[src/hdl/sdp_wdma_pkg.sv]
// shared widths, request packet layout and mode codes, imported by every write-DMA data-out block
package sdp_wdma_pkg;

  // ============================================================
  // command fields
  // ============================================================

  // address in 8-byte units
  localparam int ADDR_W = 29;
  // beats minus one
  localparam int SIZE_W = 13;

  // ============================================================
  // lane FIFOs
  // ============================================================

  localparam int LANE_W     = 64;
  // must stay a power of two, lane = beat index modulo lane count
  localparam int NUM_LANES  = 4;
  localparam int LANE_IDX_W = $clog2(NUM_LANES);

  // ============================================================
  // DMA write request packet
  // ============================================================

  localparam int REQ_W        = 66;
  // 0 = command packet, 1 = data packet
  localparam int REQ_TYPE_BIT = 65;
  // command: byte address below, size field starts here
  localparam int CMD_ADDR_LSB = 32;
  // command: cube end asks the DMA for a write ack
  localparam int CMD_ACK_BIT  = 45;
  // data: one mask bit, one lane per beat
  localparam int DAT_MASK_BIT = 64;

  // ============================================================
  // config decode
  // ============================================================

  // element-wise ALU equality compare
  localparam logic [1:0] ALU_ALGO_EQL = 2'd3;

endpackage
[src/hdl/sdp_wdma_dat_out.sv]
// write-DMA data-out top, turns held commands and lane FIFO data into DMA write requests
`timescale 1ns/10ps

module sdp_wdma_dat_out #(
  parameter int NUM_LANES = sdp_wdma_pkg::NUM_LANES,
  parameter int LANE_W    = sdp_wdma_pkg::LANE_W,
  parameter int SIZE_W    = sdp_wdma_pkg::SIZE_W
) (
  input  logic                                   autosa_core_clk,
  input  logic                                   autosa_core_rstn,
  input  logic                                   op_load,
  // command input
  input  logic                                   cmd2dat_dma_pvld,
  input  logic [sdp_wdma_pkg::ADDR_W+SIZE_W+1:0] cmd2dat_dma_pd,
  output logic                                   cmd2dat_dma_prdy,
  // DMA write request
  output logic                                   dma_wr_req_vld,
  output logic [sdp_wdma_pkg::REQ_W-1:0]         dma_wr_req_pd,
  input  logic                                   dma_wr_req_rdy,
  // lane FIFOs
  input  logic [NUM_LANES-1:0]                   dfifo_rd_pvld,
  input  logic [LANE_W-1:0]                      dfifo_rd_pd [NUM_LANES],
  output logic [NUM_LANES-1:0]                   dfifo_rd_prdy,
  // config
  input  logic                                   reg2dp_output_dst,
  input  logic [1:0]                             reg2dp_ew_alu_algo,
  input  logic                                   reg2dp_ew_alu_bypass,
  input  logic                                   reg2dp_ew_bypass,
  input  logic                                   reg2dp_interrupt_ptr,
  // status and interrupt
  output logic                                   dp2reg_done,
  output logic                                   dp2reg_status_unequal,
  output logic                                   intr_req_ptr,
  output logic                                   intr_req_pvld
);

  import sdp_wdma_pkg::*;

  // holder to sequencer
  logic                         cmd_vld;
  logic [ADDR_W-1:0]            cmd_addr;
  logic [SIZE_W-1:0]            cmd_size;
  logic                         cmd_cube_end;
  logic                         cmd_release;
  // sequencer to lane mux
  logic [$clog2(NUM_LANES)-1:0] beat_idx;
  logic                         dat_rdy;
  logic                         dat_vld;
  logic [LANE_W-1:0]            dat_lane_pd;
  logic                         layer_end_pulse;

  sdp_wdma_cmd_hold #(.SIZE_W(SIZE_W)) u_cmd_hold (
    .autosa_core_clk(autosa_core_clk), .autosa_core_rstn(autosa_core_rstn),
    .cmd2dat_dma_pvld(cmd2dat_dma_pvld), .cmd2dat_dma_pd(cmd2dat_dma_pd),
    .cmd2dat_dma_prdy(cmd2dat_dma_prdy), .cmd_release(cmd_release),
    .cmd_vld(cmd_vld), .cmd_addr(cmd_addr), .cmd_size(cmd_size),
    .cmd_cube_end(cmd_cube_end)
  );

  sdp_wdma_lane_mux #(.NUM_LANES(NUM_LANES), .LANE_W(LANE_W)) u_lane_mux (
    .beat_idx(beat_idx), .dat_rdy(dat_rdy),
    .dfifo_rd_pvld(dfifo_rd_pvld), .dfifo_rd_pd(dfifo_rd_pd),
    .dfifo_rd_prdy(dfifo_rd_prdy), .dat_vld(dat_vld), .dat_lane_pd(dat_lane_pd)
  );

  sdp_wdma_beat_seq #(.SIZE_W(SIZE_W), .NUM_LANES(NUM_LANES), .LANE_W(LANE_W)) u_beat_seq (
    .autosa_core_clk(autosa_core_clk), .autosa_core_rstn(autosa_core_rstn),
    .cmd_vld(cmd_vld), .cmd_addr(cmd_addr), .cmd_size(cmd_size),
    .cmd_cube_end(cmd_cube_end), .cmd_release(cmd_release),
    .beat_idx(beat_idx), .dat_rdy(dat_rdy), .dat_vld(dat_vld), .dat_lane_pd(dat_lane_pd),
    .reg2dp_ew_bypass(reg2dp_ew_bypass), .reg2dp_ew_alu_bypass(reg2dp_ew_alu_bypass),
    .reg2dp_ew_alu_algo(reg2dp_ew_alu_algo), .reg2dp_output_dst(reg2dp_output_dst),
    .dma_wr_req_rdy(dma_wr_req_rdy), .dma_wr_req_vld(dma_wr_req_vld),
    .dma_wr_req_pd(dma_wr_req_pd), .layer_end_pulse(layer_end_pulse)
  );

  sdp_wdma_eq_status #(.NUM_LANES(NUM_LANES), .LANE_W(LANE_W)) u_eq_status (
    .autosa_core_clk(autosa_core_clk), .autosa_core_rstn(autosa_core_rstn),
    .op_load(op_load), .dfifo_rd_pvld(dfifo_rd_pvld), .dfifo_rd_prdy(dfifo_rd_prdy),
    .dfifo_rd_pd(dfifo_rd_pd), .layer_end_pulse(layer_end_pulse),
    .reg2dp_interrupt_ptr(reg2dp_interrupt_ptr),
    .dp2reg_status_unequal(dp2reg_status_unequal), .dp2reg_done(dp2reg_done),
    .intr_req_pvld(intr_req_pvld), .intr_req_ptr(intr_req_ptr)
  );

endmodule

[src/hdl/sdp_wdma_eq_status.sv]
// status block, sticky inequality flag per lane, layer done and interrupt request
`timescale 1ns/10ps

module sdp_wdma_eq_status #(
  parameter int NUM_LANES = sdp_wdma_pkg::NUM_LANES,
  parameter int LANE_W    = sdp_wdma_pkg::LANE_W
) (
  input  logic                 autosa_core_clk,
  input  logic                 autosa_core_rstn,
  input  logic                 op_load,
  // lane reads as seen on the FIFO ports
  input  logic [NUM_LANES-1:0] dfifo_rd_pvld,
  input  logic [NUM_LANES-1:0] dfifo_rd_prdy,
  input  logic [LANE_W-1:0]    dfifo_rd_pd [NUM_LANES],
  // from the sequencer
  input  logic                 layer_end_pulse,
  input  logic                 reg2dp_interrupt_ptr,
  // register and interrupt side
  output logic                 dp2reg_status_unequal,
  output logic                 dp2reg_done,
  output logic                 intr_req_pvld,
  output logic                 intr_req_ptr
);

  logic [NUM_LANES-1:0] lane_unequal;

  // ============================================================
  // inequality flags
  // ============================================================

  // any nonzero word read means the compare failed
  always_ff @(posedge autosa_core_clk or negedge autosa_core_rstn) begin
    if (!autosa_core_rstn) begin
      lane_unequal <= '0;
    end else if (op_load) begin
      lane_unequal <= '0;
    end else begin
      for (int i = 0; i < NUM_LANES; i++) begin
        if (dfifo_rd_pvld[i] && dfifo_rd_prdy[i]) begin
          lane_unequal[i] <= lane_unequal[i] | (|dfifo_rd_pd[i]);
        end
      end
    end
  end

  assign dp2reg_status_unequal = |lane_unequal;

  // ============================================================
  // done and interrupt
  // ============================================================

  // done one cycle after the last beat
  always_ff @(posedge autosa_core_clk or negedge autosa_core_rstn) begin
    if (!autosa_core_rstn) begin
      dp2reg_done <= 1'b0;
    end else begin
      dp2reg_done <= layer_end_pulse;
    end
  end

  // interrupt rides with the last beat itself
  assign intr_req_pvld = layer_end_pulse;
  assign intr_req_ptr  = reg2dp_interrupt_ptr;

endmodule

[src/hdl/sdp_wdma_beat_seq.sv]
// beat sequencer, sends one DMA command packet then one data packet per beat of the held command
`timescale 1ns/10ps

module sdp_wdma_beat_seq #(
  parameter int SIZE_W    = sdp_wdma_pkg::SIZE_W,
  parameter int NUM_LANES = sdp_wdma_pkg::NUM_LANES,
  parameter int LANE_W    = sdp_wdma_pkg::LANE_W
) (
  input  logic                             autosa_core_clk,
  input  logic                             autosa_core_rstn,
  // held command
  input  logic                             cmd_vld,
  input  logic [sdp_wdma_pkg::ADDR_W-1:0]  cmd_addr,
  input  logic [SIZE_W-1:0]                cmd_size,
  input  logic                             cmd_cube_end,
  output logic                             cmd_release,
  // lane mux side
  output logic [$clog2(NUM_LANES)-1:0]     beat_idx,
  output logic                             dat_rdy,
  input  logic                             dat_vld,
  input  logic [LANE_W-1:0]                dat_lane_pd,
  // config
  input  logic                             reg2dp_ew_bypass,
  input  logic                             reg2dp_ew_alu_bypass,
  input  logic [1:0]                       reg2dp_ew_alu_algo,
  input  logic                             reg2dp_output_dst,
  // DMA write request
  input  logic                             dma_wr_req_rdy,
  output logic                             dma_wr_req_vld,
  output logic [sdp_wdma_pkg::REQ_W-1:0]   dma_wr_req_pd,
  // last beat of a cube end command
  output logic                             layer_end_pulse
);

  import sdp_wdma_pkg::*;

  logic              dat_phase;
  logic [SIZE_W-1:0] beat_count;
  logic              is_last_beat;
  logic              mode_eql;
  logic              mode_pdp;
  logic              mode_quiet;
  logic              dma_wr_rdy;
  logic              cmd_accept;
  logic              dat_accept;
  logic [REQ_W-1:0]  cmd_pkt;
  logic [REQ_W-1:0]  dat_pkt;

  // ============================================================
  // quiet mode decode
  // ============================================================

  // equality compare, result only goes to the status flag
  assign mode_eql   = !reg2dp_ew_bypass && !reg2dp_ew_alu_bypass &&
                      (reg2dp_ew_alu_algo == ALU_ALGO_EQL);
  // output routed to pooling
  assign mode_pdp   = reg2dp_output_dst;
  assign mode_quiet = mode_eql || mode_pdp;

  // quiet mode never stalls, lanes drain freely
  assign dma_wr_rdy = mode_quiet || dma_wr_req_rdy;

  // ============================================================
  // phase and beat count
  // ============================================================

  assign cmd_accept   = !dat_phase && cmd_vld && dma_wr_rdy;
  assign dat_rdy      = dat_phase && dma_wr_rdy;
  assign dat_accept   = dat_vld && dat_rdy;
  assign is_last_beat = (beat_count == cmd_size);

  assign cmd_release     = dat_accept && is_last_beat;
  assign layer_end_pulse = cmd_release && cmd_cube_end;

  // lane = beat modulo lane count
  assign beat_idx = beat_count[$clog2(NUM_LANES)-1:0];

  // command phase after reset
  always_ff @(posedge autosa_core_clk or negedge autosa_core_rstn) begin
    if (!autosa_core_rstn) begin
      dat_phase <= 1'b0;
    end else if (cmd_accept) begin
      dat_phase <= 1'b1;
    end else if (cmd_release) begin
      dat_phase <= 1'b0;
    end
  end

  always_ff @(posedge autosa_core_clk or negedge autosa_core_rstn) begin
    if (!autosa_core_rstn) begin
      beat_count <= '0;
    end else if (dat_accept) begin
      beat_count <= is_last_beat ? '0 : beat_count + 1'b1;
    end
  end

  // ============================================================
  // request packets
  // ============================================================

  always_comb begin
    cmd_pkt = '0;
    // 8-byte units to byte address
    cmd_pkt[CMD_ADDR_LSB-1:0]     = {cmd_addr, 3'b000};
    cmd_pkt[CMD_ADDR_LSB +: SIZE_W] = cmd_size;
    cmd_pkt[CMD_ACK_BIT]          = cmd_cube_end;
    cmd_pkt[REQ_TYPE_BIT]         = 1'b0;
  end

  always_comb begin
    dat_pkt = '0;
    dat_pkt[LANE_W-1:0]   = dat_lane_pd;
    // single lane per beat, mask always set
    dat_pkt[DAT_MASK_BIT] = 1'b1;
    dat_pkt[REQ_TYPE_BIT] = 1'b1;
  end

  assign dma_wr_req_pd  = dat_phase ? dat_pkt : cmd_pkt;
  assign dma_wr_req_vld = ((!dat_phase && cmd_vld) || (dat_phase && dat_vld)) && !mode_quiet;

endmodule

[src/hdl/sdp_wdma_lane_mux.sv]
// lane selector, picks the lane FIFO for the current beat and gates its read strobe
`timescale 1ns/10ps

module sdp_wdma_lane_mux #(
  parameter int NUM_LANES = sdp_wdma_pkg::NUM_LANES,
  parameter int LANE_W    = sdp_wdma_pkg::LANE_W
) (
  // beat position and sequencer ready
  input  logic [$clog2(NUM_LANES)-1:0] beat_idx,
  input  logic                         dat_rdy,
  // lane FIFO read side
  input  logic [NUM_LANES-1:0]         dfifo_rd_pvld,
  input  logic [LANE_W-1:0]            dfifo_rd_pd [NUM_LANES],
  output logic [NUM_LANES-1:0]         dfifo_rd_prdy,
  // selected lane toward the sequencer
  output logic                         dat_vld,
  output logic [LANE_W-1:0]            dat_lane_pd
);

  logic [NUM_LANES-1:0] lane_en;

  // ============================================================
  // lane select
  // ============================================================

  // one-hot from beat index
  always_comb begin
    lane_en = '0;
    lane_en[beat_idx] = 1'b1;
  end

  // only the selected lane may see a ready
  assign dfifo_rd_prdy = lane_en & {NUM_LANES{dat_rdy}};

  // valid of the selected lane only
  assign dat_vld = |(lane_en & dfifo_rd_pvld);

  // ============================================================
  // data mux
  // ============================================================

  // and-or mux over the lanes
  always_comb begin
    dat_lane_pd = '0;
    for (int i = 0; i < NUM_LANES; i++) begin
      if (lane_en[i]) begin
        dat_lane_pd = dfifo_rd_pd[i];
      end
    end
  end

endmodule

[src/hdl/sdp_wdma_cmd_hold.sv]
// one-deep command holder, keeps the current DMA command until its last data beat is taken
`timescale 1ns/10ps

module sdp_wdma_cmd_hold #(
  parameter int SIZE_W = sdp_wdma_pkg::SIZE_W
) (
  input  logic                                   autosa_core_clk,
  input  logic                                   autosa_core_rstn,
  // command from the address generator
  input  logic                                   cmd2dat_dma_pvld,
  input  logic [sdp_wdma_pkg::ADDR_W+SIZE_W+1:0] cmd2dat_dma_pd,
  output logic                                   cmd2dat_dma_prdy,
  // held command toward the sequencer
  input  logic                                   cmd_release,
  output logic                                   cmd_vld,
  output logic [sdp_wdma_pkg::ADDR_W-1:0]        cmd_addr,
  output logic [SIZE_W-1:0]                      cmd_size,
  output logic                                   cmd_cube_end
);

  import sdp_wdma_pkg::*;

  logic [ADDR_W-1:0] in_addr;
  logic [SIZE_W-1:0] in_size;
  logic              in_cube_end;
  logic              cmd_take;

  // unpack, odd bit at ADDR_W+SIZE_W is not used
  assign in_addr     = cmd2dat_dma_pd[ADDR_W-1:0];
  assign in_size     = cmd2dat_dma_pd[ADDR_W +: SIZE_W];
  assign in_cube_end = cmd2dat_dma_pd[ADDR_W+SIZE_W+1];

  // empty, or the held one leaves this cycle
  assign cmd2dat_dma_prdy = !cmd_vld || cmd_release;
  assign cmd_take         = cmd2dat_dma_pvld && cmd2dat_dma_prdy;

  // holder valid
  always_ff @(posedge autosa_core_clk or negedge autosa_core_rstn) begin
    if (!autosa_core_rstn) begin
      cmd_vld <= 1'b0;
    end else if (cmd2dat_dma_prdy) begin
      cmd_vld <= cmd2dat_dma_pvld;
    end
  end

  // command fields
  always_ff @(posedge autosa_core_clk) begin
    if (cmd_take) begin
      cmd_addr     <= in_addr;
      cmd_size     <= in_size;
      cmd_cube_end <= in_cube_end;
    end
  end

endmodule

[config.mk]
export PLATFORM = sky130hd
export DESIGN_NAME = sdp_wdma_dat_out
export DESIGN_NICKNAME = d
export VERILOG_FILES = /design/src/hdl/sdp_wdma_pkg.sv /design/src/hdl/sdp_wdma_dat_out.sv /design/src/hdl/sdp_wdma_eq_status.sv /design/src/hdl/sdp_wdma_beat_seq.sv /design/src/hdl/sdp_wdma_lane_mux.sv /design/src/hdl/sdp_wdma_cmd_hold.sv
export SDC_FILE = /design/constraint.sdc
export NUM_CORES = 1
export LEC_CHECK = 0
export BUFFER_PORTS_ARGS = -buffer_cell sky130_fd_sc_hd__buf_2
export CORE_AREA = 4 4 149 151
export DETAILED_ROUTE_END_ITERATION = 7
export DIE_AREA = 0 0 153 155
export MAX_ROUTING_LAYER = met4
export PLACE_DENSITY = 0.58
export SLEW_MARGIN = 20
export SYNTH_ARGS = -nofsm -noshare
export SYNTH_HDL_FRONTEND = slang
export SYNTH_SLANG_ARGS = --single-unit
[constraint.sdc]
create_clock -name autosa_core_clk -period 2.8 [get_ports autosa_core_clk]
set_input_delay 0.7 -clock autosa_core_clk [delete_from_list [all_inputs] [get_ports autosa_core_clk]]
set_output_delay 0.7 -clock autosa_core_clk [all_outputs]
set_load 0.02 [all_outputs]
After elaboration in Yosys (flattened, before gate mapping)
Index checks and enable logic that the tools add are counted.

Add/sub/neg operators: 1. Muxes and demuxes: 15. Order comparisons: 2. Equal/unequal tests: 2. Reductions and logical operators: 36. Bitwise operators: 6.

Operators with widths (count): 64-bit two-way mux (4); 64-bit OR reduction (4); 66-bit two-way mux (1); 1-bit logical AND (16); 13-bit by 1-bit adder with 13-bit output (second input constant) (1); 13-bit == test (1); 13-bit two-way mux (1); 2-bit nonzero test (5); 4-bit AND (2); 4-bit OR reduction (2); 1-bit two-way mux (7); 1-bit zero test (5); 1-bit logical OR (4); 4-bit two-way mux (1); 1-bit bitwise OR (4); 2-bit by 3-bit < comparator with 1-bit output (second input constant) (1); 1-bit demux with 2-bit select (1); 2-bit == test (second input constant) (1); 2-bit by 1-bit >= comparator with 1-bit output (second input constant) (1).

Bits in registers: 63. Output and inout port bits: 76.

Depth between registers and ports, before layout
Depth after elaboration: 10. Mapped depth: 9. Gate-level depth less buffers: 7.

Modules after synthesis
A second synthesis with hierarchy kept.

Cell total of the unflattened synthesis: 420. Area, all modules: 5351.4 um2.

Modules (own cells, without submodules): sdp_wdma_beat_seq (times used 1, area an instance 1629.1 um2, cells each 184, seq. area each 350.3 um2); sdp_wdma_lane_mux (times used 1, area an instance 1610.3 um2, cells each 85, seq. area each 0.0 um2); sdp_wdma_cmd_hold (times used 1, area an instance 1345.0 um2, cells each 47, seq. area each 1316.3 um2); sdp_wdma_eq_status (times used 1, area an instance 767.0 um2, cells each 104, seq. area each 125.1 um2).

Worst setup path before layout
OpenSTA, ideal clock, no wires.

Path type: input to register. Start: in reg2dp_ew_bypass. End: reg u_cmd_hold.cmd_addr[0] (netlist bit), enable pin. Slack: -0.310 ns. Data arrival time: 2.707 ns. Buffers on the path: 0. Cell stages on the path: 5. Cell sequence: and4bb_2 -> o31a_2 -> o21ai_2 -> nor3_4 -> o21a_1.

Word-level cells in the longest chain between the ends: 10.

RTL lines: start, declared (RTL line sdp_wdma_dat_out.sv:28) `input logic reg2dp_ew_bypass,`; 1-bit zero test (RTL line sdp_wdma_beat_seq.sv:54) `assign mode_eql = !reg2dp_ew_bypass && !reg2dp_ew_alu_bypass &&`; 1-bit logical AND (2 in a row) (RTL line sdp_wdma_beat_seq.sv:54); 1-bit logical OR (RTL line sdp_wdma_beat_seq.sv:58) `assign mode_quiet = mode_eql || mode_pdp;`; 1-bit logical OR (RTL line sdp_wdma_beat_seq.sv:61) `assign dma_wr_rdy = mode_quiet || dma_wr_req_rdy;`; 1-bit logical AND (RTL line sdp_wdma_beat_seq.sv:68) `assign dat_rdy = dat_phase && dma_wr_rdy;`; 1-bit logical AND (RTL line sdp_wdma_beat_seq.sv:69) `assign dat_accept = dat_vld && dat_rdy;`; 1-bit logical AND (RTL line sdp_wdma_beat_seq.sv:72) `assign cmd_release = dat_accept && is_last_beat;`; 1-bit logical OR (RTL line sdp_wdma_cmd_hold.sv:34) `assign cmd2dat_dma_prdy = !cmd_vld || cmd_release;`; 1-bit logical AND (RTL line sdp_wdma_cmd_hold.sv:35) `assign cmd_take = cmd2dat_dma_pvld && cmd2dat_dma_prdy;`; net u_cmd_hold.cmd_take (RTL line sdp_wdma_cmd_hold.sv:26) `logic cmd_take;`; end signal, assigned (RTL line sdp_wdma_cmd_hold.sv:49) `cmd_addr <= in_addr;`; end, declared (RTL line sdp_wdma_cmd_hold.sv:16) `output logic [sdp_wdma_pkg::ADDR_W-1:0] cmd_addr,`.

The timed path passes the listed nets, and every way through them passes these cells. A chain may end at the register's enable or synchronous reset.

Final worst setup path
Start: reg u_beat_seq.beat_count[1]. End: out dma_wr_req_pd[19] (netlist bit).

Word-level cells in the longest chain between the ends: 9.

RTL lines: start, declared (RTL line sdp_wdma_beat_seq.sv:38) `logic [SIZE_W-1:0] beat_count;`; start signal, assigned (RTL line sdp_wdma_beat_seq.sv:93) `beat_count <= is_last_beat ? '0 : beat_count + 1'b1;`; 2-bit by 3-bit < comparator with 1-bit output (implied by the code) or 2-bit by 1-bit >= comparator with 1-bit output (tied branches) (RTL line sdp_wdma_lane_mux.sv:29) `lane_en[beat_idx] = 1'b1;`; 1-bit logical AND (implied by the code) (RTL line sdp_wdma_lane_mux.sv:29); 1-bit two-way mux (implied by the code) (RTL line sdp_wdma_lane_mux.sv:29); 1-bit demux with 2-bit select (*); 64-bit two-way mux (3 in a row) (RTL line sdp_wdma_lane_mux.sv:46) `if (lane_en[i]) begin`; 64-bit two-way mux (*) (RTL line sdp_wdma_lane_mux.sv:46); 66-bit two-way mux (*) (RTL line sdp_wdma_beat_seq.sv:118) `assign dma_wr_req_pd = dat_phase ? dat_pkt : cmd_pkt;`; end, declared (RTL line sdp_wdma_dat_out.sv:18) `output logic [sdp_wdma_pkg::REQ_W-1:0] dma_wr_req_pd,`.

Every way passes the cells marked *; elsewhere a longest branch is shown, timed or not.

==> results.py <==
metrics = {
    "clock_tree": {
        "clk_pin_slew_ns": 0.06,
        "cts_made_buffers": 9,
        "postCtsHoldBufs": 0,
        "clock_latency_ns": 0.34,
        "cts_tree": "done",
        "clkSinkCount": 63,
        "clock_path_buffers": 2,
        "htree_levels": 3,
        "ctsRootBufferMaster": "clkbuf_16",
    },
    "die": {
        "core_um2": 20800,
        "start_util_pct": 28.7,
        "die_y_um": 155,
        "io_pins": 391,
        "die_x_um": 153,
        "rows": 53,
        "dieArea_um2": 23700,
    },
    "sta": {
        "worst_slack_ns": -0.190,
        "fmax_mhz": 334,
        "skew_ns": 0.00896,
        "rsz0062_at_grt": "true",
        "timing.hold.ws_ns": 0.321,
        "finalCritPeriodShare_pct": 107,
        "worstMarginPinSlew_ns": 0.833,
        "slew_violations": 0,
        "setup_viol_count_final": 48,
        "finalHoldViolCount": 0,
        "min_period_ns": 2.99,
        "slew_headroom_pct": 44.0,
    },
    "global_routing": {
        "grt_usage_pct": 29.5,
        "antenna_found_initial": 11,
        "grt_busiest_layer": "met2",
        "grt_pass1_wl_um": 51000,
        "gr-total-overflow": 0,
        "gr-usage-met2_pct": 46.9,
        "met1_usage_pct": 37.4,
        "grt_max_degree": 106,
        "grt_pass1_vias": 7963,
        "use_met3_pct": 5.23,
    },
    "setup_path": {
        "reg2reg_setup_slack_ns": 0.48,
        "r2r-end": "u_cmd_hold.cmd_addr[12]",
        "path_cells": "inv_2, ha_4, buf_12, buf_12, buf_8, and3b_1, a21oi_2, o21ai_1, mux2i_1, a21oi_1, buf_4",
        "endpoint_kind": "primary output",
        "crit_arrival_ns": 2.29,
        "cp_max_fo": 6,
        "critPathLaunchType": "flop",
        "crit_slowest_cell": "dfrtp_1",
        "crit_type": "flop to primary output",
        "crit_required_ns": 2.10,
        "r2r.worst_path.cells": 10,
        "slowest_delay_ns": 0.38,
        "reg2reg_from": "u_beat_seq.beat_count[0]",
        "crit_top_cell": "buf_12",
    },
    "place": {
        "dp_hpwl_um": 28700,
        "portBuffers": 387,
        "gp_congestion": 0.971,
        "dp_cells": 1435,
    },
    "power_and_ir_drop": {
        "p_leak_nw": 4.37,
        "worst_ir_drop_vdd_mv": 0.504,
        "power.density_nw_per_um2": 1090,
    },
    "yosys": {
        "synth_flop_cell": "edfxtp_1",
        "ys_warn_count": 0,
        "syn_nets": 1102,
        "netlist_top_cells_area": "edfxtp_1 22%, a21oi_1 11%, dfrtp_1 8.4%, mux2i_1 7.2%, nor4_1 7.1%",
        "synth-seq-cells": 63,
        "yosys.area.top_type": "edfxtp_1",
        "synth-seq-area-share_pct": 29.9,
        "synth_edf_count": 43,
        "yosysTopAreaCellShare_pct": 21.6,
        "syn_area_um2": 5990,
        "syn_area_per_cell_um2": 7.64,
        "yosysUniqueCellTypes": 52,
        "async_flop_share_pct": 31.7,
        "syn_inst": 783,
    },
    "status": {
        "violations": "negative setup slack",
        "status": "finished, violations left",
    },
    "cells_and_area": {
        "mostFrequentLayoutCells": "325 x buf_2, 101 x nand2_1, 86 x buf_4",
        "mostFrequentLayoutCell": "buf_2",
        "final_nets": 1522,
        "postLayoutCoreUtil_pct": 48.6,
        "multi_input_area_um2": 4300,
        "final_layout_size_suffix_gt1_share_pct": 48.8,
        "register_area_um2": 1800,
        "fill_cells": 2103,
        "final_cells": 1494,
        "area.growth.synth_to_final_pct": 69.1,
    },
    "drt": {
        "post_drt_wl_per_cell_um": 24.2,
        "dr.pass1.iters": 5,
        "drc": 0,
        "drt_iter0_markers": 587,
        "wirelength_um": 36100,
        "vias": 8046,
        "drtAntennaViolNets": 0,
        "via_per_inst": 5.39,
    },
    "run": {
        "maxCapViolCount": 0,
    },
    "hold_path": {
        "hold_class": "input pin to asynchronous set/reset pin",
    },
}
Yosys cell counts (2+ instances only):
library cell  count
xnor2_1           7
edfxtp_1         43
nor2_1           55
and3b_1          43
nand2_1         102
a21oi_1         128
o22ai_1           4
nor4_1           68
or4_1             6
nand3_2           2
o211ai_1          8
xor2_1            9
mux2i_1          43
inv_1             6
dfrtp_1          20
nand3b_1         21
a22o_1            2
buf_6             2
clkbuf_1         42
ha_1              4
and2_1           27
buf_2            10
nor3_1            3
o21ai_0          70
a41oi_1           4
buf_4             3
buf_1             8
nand4_1          19
per-layer routing:
layer	part of all wire (%)	vias to the layer above	routed length, um
met5	0	-	0
met4	3.3	0	1210
met3	8.3	72	2990
met2	47	449	17000
met1	41	3745	14900
li1	-	3780	-
through the flow:
stage	setup TNS, ns	setup WS, ns	cell area [um^2]	total power [W]
2_1_floorplan	0	0.108	5990	0.00512
6_report	-4.04	-0.190	10100	0.0111
3_3_place_gp	-0.373	-0.259	8560	0.00757
4_1_cts	-5.38	-0.174	9660	0.0103
3_5_place_dp	-0.364	-0.261	8560	0.00758
5_1_grt	-10.10	-0.260	10100	0.0116
state kept, by name (all words and copies together), names as in the netlist:
signal,flops
u_cmd_hold.cmd_size,13
u_cmd_hold.cmd_addr,29
u_beat_seq.beat_count,13
u_cmd_hold.cmd_vld,1
u_eq_status.lane_unequal,4
u_eq_status.dp2reg_done,1
u_beat_seq.dat_phase,1
u_cmd_hold.cmd_cube_end,1
how the worst max path moves through the flow:
| stage | slack, ns | cells after the start | from | endpoint |
|---|---|---|---|---|
| after global placement | -0.26 | 7 | dfifo_rd_pd[71] | u_eq_status.lane_unequal[2] |
| after CTS | -0.17 | 11 | u_beat_seq.beat_count[1] | dma_wr_req_pd[5] |
| after floorplan | 0.11 | 5 | reg2dp_ew_bypass | u_cmd_hold.cmd_addr[0] |
| final | -0.19 | 11 | u_beat_seq.beat_count[1] | dma_wr_req_pd[19] |
| after global routing | -0.26 | 11 | u_beat_seq.beat_count[1] | dma_wr_req_pd[31] |
| after detailed placement | -0.26 | 7 | dfifo_rd_pd[71] | u_eq_status.lane_unequal[2] |
cells by family (layout without fill, tap and decap cells):
group,count (synthesis),in the layout,share of synthesized area [%]
flops,63,63,29.9
mux,43,43,7.19
compound gates,227,227,20.6
simple gates,358,358,33.9
other cells,0,11,0
fa+ha+maj,4,4,0.836
buf+inv,72,497,5.18
xor+xnor,16,16,2.34
critical path, delay by kind of cell, from the launching register on:
family,cells,cell delay [ns]
flops,1,0.38
mux,1,0.19
buf+inv,5,0.64
compound gates,3,0.39
simple gates,1,0.18
fa+ha+maj,1,0.17
what timing repair did:
item	4_1_cts	5_1_grt
endpoints found under the setup margin	66	67
cloned	7	5
pin swaps	35	42
setup buffers	18	4
gates resized for setup	172	89
final cells by class:
class	count	area share (%)
inverters	6	0.222
repair buffers	475	32.9
diodes	11	0.272
clock inverters	6	0.692
flip-flops and latches	63	17.7
clock buffers	10	2.26
well taps	275	3.40
multi-input cells	648	42.5
report_power, final:
| part | internal [W] | leakage [nW] | switching (W) |
|---|---|---|---|
| Combinational | 0.00409 | 3.63 | 0.00459 |
| Clock | 0.000694 | 0.135 | 0.000464 |
| Sequential | 0.00108 | 0.609 | 0.000133 |
| Total | 0.00587 | 4.37 | 0.00519 |
Power figures use the tool's default switching activity.
